$ cat src/logic/circle_settings.svh
`ifndef CIRCLE_SETTINGS_SVH
`define CIRCLE_SETTINGS_SVH

// visible screen in pixels
`define SCREEN_W 160
`define SCREEN_H 120

// coordinate widths, enough for 0..159 and 0..119
`define X_BITS 8
`define Y_BITS 7

// 3-bit colour, 0 is the clear colour
`define COLOUR_BITS 3

// radius up to 255
`define RADIUS_BITS 8

// output queue depth and engine starting credits, 2 or more
`define CREDITS 4

`endif

$ cat src/logic/circle_pkg.sv
`default_nettype none

`include "circle_settings.svh"

package circle_pkg;

    // one framebuffer write
    // x in the top bits, colour in the bottom bits
    typedef struct packed {
        logic [`X_BITS-1:0]      x;
        logic [`Y_BITS-1:0]      y;
        logic [`COLOUR_BITS-1:0] colour;
    } pixel_t;

    // drawing engine FSM
    // idle         waiting for go
    // clear        sweeping the screen with colour 0
    // walk         one midpoint step, decides the octant set
    // plot_octants issuing the in-screen points of the step
    // drain        waiting for the output queue to empty
    typedef enum logic [2:0] {
        idle,
        clear,
        walk,
        plot_octants,
        drain
    } draw_state_t;

endpackage

`default_nettype wire

$ cat src/logic/pixel_if.sv
`timescale 1ns/100ps
`default_nettype none

interface pixel_if;

    // engine side, a pixel is taken on every clock with valid high
    logic               valid;
    circle_pkg::pixel_t pixel;

    // queue side
    // credit pulses once per pixel sent to the vga port
    logic               credit;
    logic               empty;

    // drawing engine
    modport src (
        output valid,
        output pixel,
        input  credit,
        input  empty
    );

    // output queue
    modport sink (
        input  valid,
        input  pixel,
        output credit,
        output empty
    );

endinterface

`default_nettype wire

$ cat src/logic/circle_engine.sv
`timescale 1ns/100ps
`default_nettype none

`include "circle_settings.svh"

module circle_engine (
    input  wire                            vif,
    input  wire                            rst_n,
    input  wire                            go,
    input  wire [`X_BITS-1:0]              job_centre_x,
    input  wire [`Y_BITS-1:0]              job_centre_y,
    input  wire [`RADIUS_BITS-1:0]         job_radius,
    input  wire [`COLOUR_BITS-1:0]         job_colour,
    pixel_if.src                           px,
    output circle_pkg::draw_state_t        state,
    output logic                           finished
);

    localparam int x_w = `X_BITS;
    localparam int y_w = `Y_BITS;
    // signed candidate width holds centre plus offset up to 255 + 255
    localparam int cand_w = ((`X_BITS > `RADIUS_BITS) ? `X_BITS : `RADIUS_BITS) + 2;
    localparam int cnt_w = $clog2(`CREDITS + 1);

    // credits not yet spent on a pixel
    logic [cnt_w-1:0] credits;
    logic issue;

    // clear sweep position
    logic [x_w-1:0] clr_x;
    logic [y_w-1:0] clr_y;
    logic clr_row_end;
    logic clr_last;

    // midpoint state is signed so that offset_x may drop below zero
    logic signed [cand_w-1:0] offset_x;
    logic signed [cand_w-1:0] offset_y;
    logic signed [cand_w:0] crit;
    logic signed [cand_w-1:0] centre_sx;
    logic signed [cand_w-1:0] centre_sy;
    logic signed [cand_w-1:0] radius_s;
    logic step_more;
    logic advance;
    logic signed [cand_w-1:0] next_ox;
    logic signed [cand_w-1:0] next_oy;
    logic signed [cand_w-1:0] next_diff;
    logic signed [cand_w:0] next_crit;

    // eight octant candidates of the current step
    logic signed [cand_w-1:0] cand_x [8];
    logic signed [cand_w-1:0] cand_y [8];
    logic [7:0] on_screen;
    logic [7:0] pending;
    logic [7:0] pending_left;
    logic [2:0] pick_idx;
    circle_pkg::pixel_t next_pixel;

    assign centre_sx = $signed({{(cand_w - `X_BITS){1'b0}}, job_centre_x});
    assign centre_sy = $signed({{(cand_w - `Y_BITS){1'b0}}, job_centre_y});
    assign radius_s  = $signed({{(cand_w - `RADIUS_BITS){1'b0}}, job_radius});

    assign clr_row_end = (clr_x == x_w'(`SCREEN_W - 1));
    assign clr_last    = clr_row_end && (clr_y == y_w'(`SCREEN_H - 1));

    // loop runs while offset_y <= offset_x
    assign step_more = (offset_y <= offset_x);

    // octant points then clipping against the screen
    always_comb begin
        cand_x[0] = centre_sx + offset_x;
        cand_y[0] = centre_sy + offset_y;
        cand_x[1] = centre_sx + offset_y;
        cand_y[1] = centre_sy + offset_x;
        cand_x[2] = centre_sx - offset_y;
        cand_y[2] = centre_sy + offset_x;
        cand_x[3] = centre_sx - offset_x;
        cand_y[3] = centre_sy + offset_y;
        cand_x[4] = centre_sx - offset_x;
        cand_y[4] = centre_sy - offset_y;
        cand_x[5] = centre_sx - offset_y;
        cand_y[5] = centre_sy - offset_x;
        cand_x[6] = centre_sx + offset_y;
        cand_y[6] = centre_sy - offset_x;
        cand_x[7] = centre_sx + offset_x;
        cand_y[7] = centre_sy - offset_y;
        for (int i = 0; i < 8; i++) begin
            on_screen[i] = (cand_x[i] >= 0) && (cand_x[i] < `SCREEN_W) &&
                           (cand_y[i] >= 0) && (cand_y[i] < `SCREEN_H);
        end
    end

    // lowest pending octant goes next
    always_comb begin
        pick_idx = 3'd0;
        for (int i = 7; i >= 0; i--) begin
            if (pending[i]) begin
                pick_idx = 3'(i);
            end
        end
        pending_left = pending & ~(8'd1 << pick_idx);
    end

    // next midpoint step
    always_comb begin
        next_oy = offset_y + 1'b1;
        if (crit <= 0) begin
            next_ox   = offset_x;
            next_diff = next_oy;
        end else begin
            next_ox   = offset_x - 1'b1;
            next_diff = next_oy - next_ox;
        end
        // crit + 2*diff + 1
        next_crit = crit + $signed({next_diff, 1'b1});
    end

    // pixel to issue this cycle when a credit is in hand
    always_comb begin
        issue      = 1'b0;
        next_pixel = '0;
        case (state)
            circle_pkg::clear: begin
                issue             = (credits != '0);
                next_pixel.x      = clr_x;
                next_pixel.y      = clr_y;
                next_pixel.colour = '0;
            end
            circle_pkg::plot_octants: begin
                issue             = (credits != '0);
                next_pixel.x      = cand_x[pick_idx][x_w-1:0];
                next_pixel.y      = cand_y[pick_idx][y_w-1:0];
                next_pixel.colour = job_colour;
            end
            default: begin
                issue = 1'b0;
            end
        endcase
    end

    // step ends when all points are off screen or the last octant just went out
    assign advance = ((state == circle_pkg::walk) && step_more && (on_screen == '0)) ||
                     ((state == circle_pkg::plot_octants) && issue && (pending_left == '0));

    always_ff @(posedge vif) begin
        if (!rst_n) begin
            state    <= circle_pkg::idle;
            finished <= 1'b0;
            credits  <= cnt_w'(`CREDITS);
            px.valid <= 1'b0;
        end else begin
            finished <= 1'b0;
            // spend one on issue and get back what the queue sent out
            credits  <= credits - cnt_w'(issue) + cnt_w'(px.credit);
            px.valid <= issue;
            case (state)
                circle_pkg::idle: begin
                    if (go) begin
                        state <= circle_pkg::clear;
                    end
                end
                circle_pkg::clear: begin
                    if (issue && clr_last) begin
                        state <= circle_pkg::walk;
                    end
                end
                circle_pkg::walk: begin
                    if (!step_more) begin
                        state <= circle_pkg::drain;
                    end else if (on_screen != '0) begin
                        state <= circle_pkg::plot_octants;
                    end
                end
                circle_pkg::plot_octants: begin
                    if (advance) begin
                        state <= circle_pkg::walk;
                    end
                end
                circle_pkg::drain: begin
                    // last pixel written and gone from the queue
                    if (px.empty) begin
                        state    <= circle_pkg::idle;
                        finished <= 1'b1;
                    end
                end
                default: begin
                    state <= circle_pkg::idle;
                end
            endcase
        end
    end

    // sweep counters, midpoint registers and outgoing pixel
    always_ff @(posedge vif) begin
        if (issue) begin
            px.pixel <= next_pixel;
        end
        if ((state == circle_pkg::idle) && go) begin
            clr_x    <= '0;
            clr_y    <= '0;
            offset_x <= radius_s;
            offset_y <= '0;
            // 1 - radius
            crit     <= {{cand_w{1'b0}}, 1'b1} - {radius_s[cand_w-1], radius_s};
        end
        if ((state == circle_pkg::clear) && issue) begin
            if (clr_row_end) begin
                clr_x <= '0;
                clr_y <= clr_y + 1'b1;
            end else begin
                clr_x <= clr_x + 1'b1;
            end
        end
        if ((state == circle_pkg::walk) && step_more) begin
            pending <= on_screen;
        end
        if ((state == circle_pkg::plot_octants) && issue) begin
            pending <= pending_left;
        end
        if (advance) begin
            offset_x <= next_ox;
            offset_y <= next_oy;
            crit     <= next_crit;
        end
    end

endmodule

`default_nettype wire

$ cat src/logic/circle_regs.sv
`timescale 1ns/100ps
`default_nettype none

`include "circle_settings.svh"

module circle_regs (
    input  wire                          vif,
    input  wire                          rst_n,
    input  wire                          start,
    input  wire [`X_BITS-1:0]            centre_x,
    input  wire [`Y_BITS-1:0]            centre_y,
    input  wire [`RADIUS_BITS-1:0]       radius,
    input  wire [`COLOUR_BITS-1:0]       colour,
    input  wire circle_pkg::draw_state_t engine_state,
    input  wire                          finished,
    output logic                         go,
    output logic [`X_BITS-1:0]           job_centre_x,
    output logic [`Y_BITS-1:0]           job_centre_y,
    output logic [`RADIUS_BITS-1:0]      job_radius,
    output logic [`COLOUR_BITS-1:0]      job_colour,
    output logic                         done
);

    // job accepted, waiting for the engine to finish
    logic job_active;
    // engine still working on something
    logic engine_busy;
    // start seen with nothing in progress
    logic accept;

    assign engine_busy = (engine_state != circle_pkg::idle);

    // done must have been cleared by start going low first
    assign accept = start && !job_active && !done && !engine_busy;

    // start/done handshake
    always_ff @(posedge vif) begin
        if (!rst_n) begin
            go         <= 1'b0;
            job_active <= 1'b0;
            done       <= 1'b0;
        end else begin
            // single cycle go toward the engine
            go <= accept;

            if (accept) begin
                job_active <= 1'b1;
            end else if (finished) begin
                job_active <= 1'b0;
            end

            // done rises one cycle after finished and holds until start drops
            if (finished) begin
                done <= 1'b1;
            end else if (!start) begin
                done <= 1'b0;
            end
        end
    end

    // job fields frozen for the whole draw
    always_ff @(posedge vif) begin
        if (accept) begin
            job_centre_x <= centre_x;
            job_centre_y <= centre_y;
            job_radius   <= radius;
            job_colour   <= colour;
        end
    end

endmodule

`default_nettype wire

$ cat src/logic/circle_top.sv
`timescale 1ns/100ps
`default_nettype none

`include "circle_settings.svh"

module circle_top (
    input  wire                      vif,
    input  wire                      rst_n,
    input  wire                      start,
    input  wire [`X_BITS-1:0]        centre_x,
    input  wire [`Y_BITS-1:0]        centre_y,
    input  wire [`RADIUS_BITS-1:0]   radius,
    input  wire [`COLOUR_BITS-1:0]   colour,
    output logic                     done,
    output logic [`X_BITS-1:0]       vga_x,
    output logic [`Y_BITS-1:0]       vga_y,
    output logic [`COLOUR_BITS-1:0]  vga_colour,
    output logic                     vga_plot,
    input  wire                      vga_ready
);

    // job from the register block
    logic                      go;
    logic [`X_BITS-1:0]        job_centre_x;
    logic [`Y_BITS-1:0]        job_centre_y;
    logic [`RADIUS_BITS-1:0]   job_radius;
    logic [`COLOUR_BITS-1:0]   job_colour;

    // engine status back
    circle_pkg::draw_state_t   engine_state;
    logic                      finished;

    // engine to queue, pixels one way and credits back
    pixel_if px_link ();

    circle_regs i_circle_regs (
        .vif          (vif),
        .rst_n        (rst_n),
        .start        (start),
        .centre_x     (centre_x),
        .centre_y     (centre_y),
        .radius       (radius),
        .colour       (colour),
        .engine_state (engine_state),
        .finished     (finished),
        .go           (go),
        .job_centre_x (job_centre_x),
        .job_centre_y (job_centre_y),
        .job_radius   (job_radius),
        .job_colour   (job_colour),
        .done         (done)
    );

    circle_engine i_circle_engine (
        .vif          (vif),
        .rst_n        (rst_n),
        .go           (go),
        .job_centre_x (job_centre_x),
        .job_centre_y (job_centre_y),
        .job_radius   (job_radius),
        .job_colour   (job_colour),
        .px           (px_link.src),
        .state        (engine_state),
        .finished     (finished)
    );

    pixel_queue i_pixel_queue (
        .vif        (vif),
        .rst_n      (rst_n),
        .px         (px_link.sink),
        .vga_x      (vga_x),
        .vga_y      (vga_y),
        .vga_colour (vga_colour),
        .vga_plot   (vga_plot),
        .vga_ready  (vga_ready)
    );

endmodule

`default_nettype wire

$ cat src/logic/pixel_queue.sv
`timescale 1ns/100ps
`default_nettype none

`include "circle_settings.svh"

module pixel_queue (
    input  wire                      vif,
    input  wire                      rst_n,
    pixel_if.sink                    px,
    output logic [`X_BITS-1:0]       vga_x,
    output logic [`Y_BITS-1:0]       vga_y,
    output logic [`COLOUR_BITS-1:0]  vga_colour,
    output logic                     vga_plot,
    input  wire                      vga_ready
);

    localparam int depth = `CREDITS;
    localparam int ptr_w = $clog2(depth);
    localparam int cnt_w = $clog2(depth + 1);

    circle_pkg::pixel_t mem [depth];
    logic [ptr_w-1:0] wr_ptr;
    logic [ptr_w-1:0] rd_ptr;
    logic [cnt_w-1:0] count;
    // head accepted by the vga adapter
    logic pop;

    assign px.empty  = (count == '0);
    assign pop       = !px.empty && vga_ready;
    // one credit back per pixel gone
    assign px.credit = pop;

    // head of the queue straight onto the write port
    assign vga_plot   = !px.empty;
    assign vga_x      = mem[rd_ptr].x;
    assign vga_y      = mem[rd_ptr].y;
    assign vga_colour = mem[rd_ptr].colour;

    // pointers wrap at depth, not always a power of two
    always_ff @(posedge vif) begin
        if (!rst_n) begin
            wr_ptr <= '0;
            rd_ptr <= '0;
            count  <= '0;
        end else begin
            if (px.valid) begin
                wr_ptr <= (wr_ptr == ptr_w'(depth - 1)) ? '0 : wr_ptr + 1'b1;
            end
            if (pop) begin
                rd_ptr <= (rd_ptr == ptr_w'(depth - 1)) ? '0 : rd_ptr + 1'b1;
            end
            count <= count + cnt_w'(px.valid) - cnt_w'(pop);
        end
    end

    // engine never writes without a credit so no full check
    always_ff @(posedge vif) begin
        if (px.valid) begin
            mem[wr_ptr] <= px.pixel;
        end
    end

endmodule

`default_nettype wire

$ cat config.mk
export PLATFORM = sky130hd
export DESIGN_NAME = circle_top
export DESIGN_NICKNAME = d
export VERILOG_FILES = /design/src/logic/circle_pkg.sv /design/src/logic/pixel_if.sv /design/src/logic/circle_engine.sv /design/src/logic/circle_regs.sv /design/src/logic/circle_top.sv /design/src/logic/pixel_queue.sv
export VERILOG_INCLUDE_DIRS = /design/src /design/src/logic
export SDC_FILE = /design/constraint.sdc
export NUM_CORES = 1
export LEC_CHECK = 0
export BUFFER_PORTS_ARGS = -buffer_cell sky130_fd_sc_hd__buf_2
export CORE_MARGIN = 5
export CORE_UTILIZATION = 59
export CTS_BUF_LIST = sky130_fd_sc_hd__clkbuf_8
export DETAILED_ROUTE_END_ITERATION = 10
export GPL_TIMING_DRIVEN = 0
export PLACE_DENSITY_LB_ADDON = 0.05
export SYNTH_ARGS = -nofsm -noshare
export SYNTH_HDL_FRONTEND = slang
export SYNTH_SLANG_ARGS = --single-unit
export TNS_END_PERCENT = 1
$ cat constraint.sdc
create_clock -name vif -period 4.2 [get_ports vif]
set_clock_uncertainty 0.2 [all_clocks]
set_input_delay 0.63 -clock vif [delete_from_list [all_inputs] [get_ports vif]]
set_output_delay 0.63 -clock vif [all_outputs]
set_load 0.05 [all_outputs]
== Yosys cells after proc, flatten, opt, wreduce, memory -nomap -nowiden ==
Memory sizes are Yosys's and may differ from the RTL's. A register that Yosys moved wholly into a read port is not among the register bits.
Cells that the tools add are included.

* Register bits: 116
* Input port bits: 30
* Memories: 1
* Output and inout port bits: 20
* RAM bits: 72

* $add $sub $neg: 21
* Eq/ne operators: 15
* $lt $le $gt $ge: 19
* Shift-type cells: 1
* Bitwise logic cells: 3
* Reductions and logical operators: 52
* Multiplexer cells: 50

{| class="wikitable"
|+ Memories
! name !! depth !! bits a word !! read ports !! clocked after Yosys merged registers in !! write ports !! line !! source
|-
| i_pixel_queue.mem || 4 || 18 || 1 || 1 || 1 || pixel_queue.sv:21 || <nowiki>circle_pkg::pixel_t mem [depth];</nowiki>
|}

{| class="wikitable"
|+ Operator list
! operator !! number
|-
| 10-bit by 1-bit greater-or-equal comparator with 1-bit output (second input constant) || 8
|-
| 10-bit binary-select mux with 3-bit select || 2
|-
| 10-bit two-way mux || 6
|-
| 8-bit two-way mux || 7
|-
| 3-bit two-way mux || 14
|-
| 10-bit by 8-bit < comparator with 1-bit output (second input constant) || 4
|-
| 10-bit by 9-bit < comparator with 1-bit output (second input constant) || 4
|-
| 18-bit case mux with 2 select lines || 1
|-
| 7-bit two-way mux || 5
|-
| 1-bit logical AND || 32
|-
| 11-bit two-way mux || 2
|-
| 8-bit by 10-bit adder with 10-bit output || 2
|-
| 9-bit by 10-bit adder with 10-bit output || 2
|-
| 8-bit by 10-bit subtractor with 10-bit output || 2
|-
| 9-bit by 10-bit subtractor with 10-bit output || 2
|-
| 8-bit logical NOT || 2
|-
| 3-bit case mux with 5 select lines || 1
|-
| 11-bit adder || 1
|-
| 11-bit by 1-bit <= comparator with 1-bit output (second input constant) || 1
|-
| 10-bit by 1-bit adder with 10-bit output (second input constant) || 1
|-
| 10-bit <= comparator || 1
|-
| 10-bit by 1-bit subtractor with 10-bit output (second input constant) || 1
|-
| 10-bit subtractor || 1
|-
| 1-bit by 8-bit subtractor with 9-bit output (first input constant) || 1
|-
| other kinds (30) || 58
|}

== Logic depth before layout (Yosys ltp) ==
* Depth after elaboration: 16
* Depth in mapped cells: 19
* Gate-level depth less buffers: 19

== Hierarchy ==
From an unflattened synthesis, not the netlist that was laid out.

* Cells, all modules: 1183
* Area, all modules: 12724.7 um^2

{| class="wikitable"
|+ Modules (own cells, without submodules)
! module !! area an instance (um^2) !! cells an instance !! times used
|-
| circle_engine || 8722.1 || 1007 || 1
|-
| pixel_queue || 3103.0 || 139 || 1
|-
| circle_regs || 899.6 || 37 || 1
|}

== Worst setup path before layout ==
No wires, ideal clock.

* Path kind: register -> register
* From: reg i_circle_engine.offset_x[0]
* To: reg i_circle_engine.crit[0], enable pin
* Library setup time: 402 ps
* Cell stages (with the launch flop): 13
* Arrival: 3681 ps
* Period minus slack after synthesis: 4284 ps
* Path slack: -84 ps
* Data required time: 3598 ps
* Path through: edfxtp_1 > ha_1 > fa_1 > nor3b_1 > o31a_1 > o21a_1 > or4b_1 > a211oi_1 > a31oi_1 > o2111a_1 > a21boi_4 > buf_2 > nand2_1

* Longest elaborated chain between the ends: 9

{| class="wikitable"
|+ Ends and longest elaborated chain
! element !! line !! source
|-
| start, declared || circle_engine.sv:36 || <nowiki>logic signed [cand_w-1:0] offset_x;</nowiki>
|-
| start signal, assigned || circle_engine.sv:200 || <nowiki>offset_x <= radius_s;</nowiki>
|-
| start signal, assigned || circle_engine.sv:220 || <nowiki>offset_x <= next_ox;</nowiki>
|-
| 9-bit by 10-bit adder with 10-bit output / 9-bit by 10-bit subtractor with 10-bit output (equally long branches) || - ||
|-
| 10-bit by 1-bit greater-or-equal comparator with 1-bit output / 10-bit by 9-bit < comparator with 1-bit output (equally long branches) || - ||
|-
| 1-bit logical AND (3 in series) || circle_engine.sv:87 || <nowiki>on_screen[i] = (cand_x[i] >= 0) && (cand_x[i] < `SCREEN_W) &&</nowiki>
|-
| 8-bit logical NOT || circle_engine.sv:141 || <nowiki>assign advance = ((state == circle_pkg::walk) && step_more && (on_screen == '0)) ||</nowiki>
|-
| 1-bit logical AND * || circle_engine.sv:141 ||
|-
| 1-bit logical OR * || circle_engine.sv:141 ||
|-
| 2-bit nonzero test (no line) * || - ||
|-
| end signal, assigned || circle_engine.sv:203 || <nowiki>crit <= {{cand_w{1'b0}}, 1'b1} - {radius_s[cand_w-1], radius_s};</nowiki>
|-
| end signal, assigned || circle_engine.sv:222 || <nowiki>crit <= next_crit;</nowiki>
|-
| end, declared || circle_engine.sv:38 || <nowiki>logic signed [cand_w:0] crit;</nowiki>
|}

Mark *: on every way between the ends. The rest lies on a longest branch, timed or not.
A chain may end at the register's enable or synchronous reset.

== Worst setup path after layout ==
* From: reg i_circle_regs.job_centre_x[0]
* To: reg i_circle_engine.offset_x[0], data pin

* Longest elaborated chain between the ends: 9

{| class="wikitable"
|+ Ends and longest elaborated chain
! element !! line !! source
|-
| start, declared || circle_regs.sv:17 || <nowiki>output logic [`X_BITS-1:0] job_centre_x,</nowiki>
|-
| start signal, assigned || circle_regs.sv:64 || <nowiki>job_centre_x <= centre_x;</nowiki>
|-
| 9-bit by 10-bit adder with 10-bit output (tied with other cells) || circle_engine.sv:70, circle_engine.sv:84 ||
|-
| 10-bit by 1-bit greater-or-equal comparator with 1-bit output / 10-bit by 9-bit < comparator with 1-bit output (equally long branches) || - ||
|-
| 1-bit logical AND (3 in series) || circle_engine.sv:87 ||
|-
| 8-bit logical NOT * || circle_engine.sv:141 ||
|-
| 1-bit logical AND * || circle_engine.sv:141 ||
|-
| 1-bit logical OR * || circle_engine.sv:141 ||
|-
| 10-bit two-way mux * || circle_engine.sv:219 || <nowiki>if (advance) begin</nowiki>
|}

Marked as above.

==> flow_summary.json <==
{
  "status": "finished with violations",
  "violations": "negative setup slack",
  "number_of_storage_elements_in_the_synthesis_netlist": 190,
  "cts.reportedPaths.clkPinSlew_ps": 120,
  "crit_path_end": "i_circle_engine.offset_x[0]$_DFFE_PP_",
  "synthesis.yosys.warnings": 0,
  "critical_path.startpoint": "i_circle_regs.job_centre_x[0]$_DFFE_PP_",
  "syn_to_final_growth_pct": 13.6,
  "synthesis.area_um2": 12500,
  "finalNetCount": 1423,
  "timing.final.crit_share": 1.01,
  "internal-power_w": 0.00344,
  "cp_cell_sequence": "inv_1 > ha_1 > inv_1 > fa_2 > a211oi_2 > nor2_1 > o211a_1 > o41a_1 > a2bb2o_1 > a22o_1 > a21boi_4 > buf_6 > mux2_2",
  "yosysSeqAreaShare": 0.436,
  "postSynth.topFlopCell": "sky130_fd_sc_hd__edfxtp_1",
  "hold_viol": 0,
  "ys_types": 80,
  "path_class_of_the_lowest_slack_min_delay_path": "in -> reg",
  "part_of_the_power_in_combinational_logic": 0.346,
  "cp_max_fo": 4,
  "critical_path.most_common_cell": "sky130_fd_sc_hd__inv_1",
  "ctsLongestPathBuffers": 2,
  "clock_latency_ps": 480,
  "initial_utilization": 0.595,
  "synthTopCellsByArea": "sky130_fd_sc_hd__edfxtp_1 39%, sky130_fd_sc_hd__ha_1 10%, sky130_fd_sc_hd__dfxtp_1 4.3%, sky130_fd_sc_hd__xnor2_1 3.9%, sky130_fd_sc_hd__mux4_2 3.2%",
  "instances_no_fill": 1567,
  "maxClockFrequency_ghz": 0.236,
  "worst_margin_slew_ps": 941,
  "syn_area_per_cell_um2": 10.6,
  "synth_cells": 1172,
  "via_total_after_detailed_routing": 9446,
  "number_of_ports_placed_on_the_die_boundary": 50,
  "grt.overflow.total": 0,
  "place_congestion": 0.963,
  "drt_wl_total_um": 31800,
  "route.detailed.wl_per_inst_um": 20.3,
  "drive_gt1_frac": 0.169,
  "worstSetupPathType": "reg -> reg",
  "worst_reg_to_reg_path_cell_count": 13,
  "core_box_area_um2": 21000,
  "rsz0062_at_grt": "yes",
  "grt_pass1_vias": 9140,
  "groute.usage.overall": 0.261,
  "totalNegativeSetupSlack_ps": -98.0,
  "swShare": 0.374,
  "final_area_um2": 14200,
  "cp-end-kind": "register",
  "placed_area_um2": 13100,
  "rr_startpoint": "i_circle_regs.job_centre_x[0]$_DFFE_PP_",
  "pwr-share-seq": 0.424,
  "design.die.area_um2": 24200,
  "finalWorstSetupSlack_ps": -45.2,
  "vias_per_cell": 6.03,
  "grt_pass1_wl_um": 49300,
  "place.detailed.instances": 1497,
  "synth_fp_nets": 1316,
  "leakage_nw": 5.46,
  "tritoncts_clock_tree": "yes",
  "initial_antenna_violation_count": 0,
  "drv_slew": 0,
  "placementRows": 53,
  "max-vdd-ir-drop_mv": 0.203,
  "clkPwrFrac": 0.230,
  "switchingPower_w": 0.00205,
  "number_of_fill_cells": 1612,
  "cts_buffers": 17,
  "detailedRoute.firstIterationViolations": 723,
  "critPathSlowestCell": "sky130_fd_sc_hd__edfxtp_1",
  "ff2ff_setup_slack_ps": -50,
  "required_ps": 4230,
  "cap_violations": 0,
  "relSlewSlack": 0.373,
  "worst_r2r_endpoint": "i_circle_engine.offset_x[0]$_DFFE_PP_",
  "critPathLaunchType": "register",
  "clock_sink_count": 190,
  "setup_viol_count_final": 4,
  "diodes": 0,
  "floorplan.die.width_um": 155,
  "timing.final.crit_period_ps": 4250,
  "io_buffers": 49,
  "cts_root_buf": "sky130_fd_sc_hd__clkbuf_8",
  "worst_ep_arrival_time_ps": 4270,
  "drcViolationCount": 0,
  "synth.largest_area_cell": "sky130_fd_sc_hd__edfxtp_1",
  "place_hpwl_um": 23100,
  "pin_count_of_the_biggest_net_entering_global_routing": 29,
  "async_reset_ff_frac": 0,
  "die_y_um": 155,
  "fin_hold_ws_ps": 113,
  "power_density_nw_per_um2": 387,
  "synth_enable_flop_cells": 163,
  "number_of_detailed_routing_iterations_run_before_antenna_repair": 6,
  "cpPeakStageDelay_ps": 480,
  "yosys.area.top_type_share": 0.392,
  "antenna_violating_nets_post_route": 0,
  "htree_num_levels": 4
}
-- worst min-delay path by stage --
stage | startpoint | endpoint | slack, ps | depth (start not counted)
floorplan | i_circle_engine.px.pixel[0]$_DFFE_PP_ | i_pixel_queue.mem[0][0]$_DFFE_PP_ | 260 | 0
finish | radius[6] | i_circle_regs.job_radius[6]$_DFFE_PP_ | 110 | 1
detailed placement | i_circle_engine.px.pixel[17]$_DFFE_PP_ | i_pixel_queue.mem[3][17]$_DFFE_PP_ | 290 | 0
global placement | i_circle_engine.px.pixel[5]$_DFFE_PP_ | i_pixel_queue.mem[3][5]$_DFFE_PP_ | 280 | 0
global route | radius[2] | i_circle_regs.job_radius[2]$_DFFE_PP_ | 90 | 1
CTS | radius[6] | i_circle_regs.job_radius[6]$_DFFE_PP_ | 90 | 1
-- sequential cells by signal (all words and copies together) (netlist names), 2 cells and up, named ones only --
| signal | cells |
|---|---|
| i_circle_engine.offset_x | 10 |
| i_pixel_queue.count | 3 |
| i_circle_regs.job_centre_y | 7 |
| i_circle_engine.crit | 11 |
| i_circle_engine.pending | 8 |
| i_circle_engine.offset_y | 10 |
| i_circle_regs.job_radius | 8 |
| i_circle_regs.job_colour | 3 |
| i_pixel_queue.wr_ptr | 2 |
| i_circle_engine.clr_y | 7 |
| i_circle_engine.clr_x | 8 |
| i_circle_engine.credits | 3 |
| i_circle_regs.job_centre_x | 8 |
| i_pixel_queue.rd_ptr | 2 |
| i_circle_engine.px.pixel | 18 |
| i_pixel_queue.mem | 72 |
| i_circle_engine.state | 3 |
-- metrics by stage --
stage	utilization	power, W	setup slack, ps
after floorplan	-	0.00368	-7.26
after global placement	0.624	0.00407	-963
after detailed placement	0.625	0.00410	-937
after CTS	0.671	0.00546	-2.13
after global routing	0.676	0.00580	-120
final	0.676	0.00549	-45.2
-- cell usage after synthesis, types with 16 or more instances --
library cell                 n
sky130_fd_sc_hd__mux2i_1    32
sky130_fd_sc_hd__and2_1     16
sky130_fd_sc_hd__nor3_1     29
sky130_fd_sc_hd__nand2b_1   23
sky130_fd_sc_hd__xnor2_1    56
sky130_fd_sc_hd__a21oi_1    66
sky130_fd_sc_hd__nor2b_1    29
sky130_fd_sc_hd__o21ai_0    39
sky130_fd_sc_hd__nand2_1    59
sky130_fd_sc_hd__mux4_2     18
sky130_fd_sc_hd__dfxtp_1    27
sky130_fd_sc_hd__inv_1      79
sky130_fd_sc_hd__clkbuf_1   27
sky130_fd_sc_hd__edfxtp_1  163
sky130_fd_sc_hd__nor2_1    105
sky130_fd_sc_hd__xor2_1     22
sky130_fd_sc_hd__ha_1      102
sky130_fd_sc_hd__nand3_1    31
-- layout make-up --
class | count | area, um^2 | share of cell area
clock buffer | 17 | 234 | 0.0165
buffer | 34 | 161 | 0.0114
sequential | 190 | 5440 | 0.383
multi-input combinational | 868 | 6930 | 0.489
clock inverter | 15 | 196 | 0.0139
inverter | 79 | 303 | 0.0214
timing repair buffer | 89 | 568 | 0.0401
tap | 275 | 344 | 0.0243
-- worst max-delay path: cells and delay by family, from the launching register on --
family / cells / cell delay [ps]
adder cells (fa/ha/maj): 2 / 620
flip-flops: 1 / 480
AO/OA/AOI/OAI: 6 / 1890
AND/OR/NAND/NOR: 1 / 90
multiplexers: 1 / 320
buffers and inverters: 3 / 370
-- cells by family after synthesis --
group,Yosys count,synth area share
flops,190,0.436
xor+xnor,78,0.0547
mux,55,0.0627
fa+ha+maj,115,0.122
simple gates,363,0.147
compound gates,257,0.142
buf+inv,114,0.0359
-- layer usage --
layer | up-vias | share of wire | global-route usage
li1 | 4575 | - | -
met1 | 4545 | 0.43 | 0.342
met2 | 276 | 0.50 | 0.449
met3 | 50 | 0.045 | 0.0325
met4 | 0 | 0.034 | 0.0880
met5 | - | 0 | 0
-- power groups by stage --
| stage | Sequential [W] | Clock, W | Combinational [W] |
|---|---|---|---|
| final | 0.00233 | 0.00126 | 0.00190 |
| after global routing | 0.00234 | 0.00138 | 0.00207 |
| after CTS | 0.00233 | 0.00128 | 0.00185 |
| after detailed placement | 0.00238 | 0 | 0.00171 |
| after global placement | 0.00238 | 0 | 0.00169 |
| after floorplan | 0.00233 | 0 | 0.00135 |
-- cell usage in the layout (no fill, tap or decap), drive strengths merged, types with 29 or more instances in the layout --
master    n
a21oi    66
buf      97
clkbuf   43
edfxtp  163
ha      102
inv      88
mux2i    32
nand2    59
nand3    31
nor2    105
nor2b    29
nor3     29
o21ai    40
xnor2    56
-- timing repair --
item	4_1_cts	5_1_grt
pin swaps	23	11
setup buffers	33	6
endpoints found under the setup margin	63	62
cloned	0	0
resized for setup	56	20
hold buffers	0	0
Note: power is estimated with default switching activity, not from simulation.
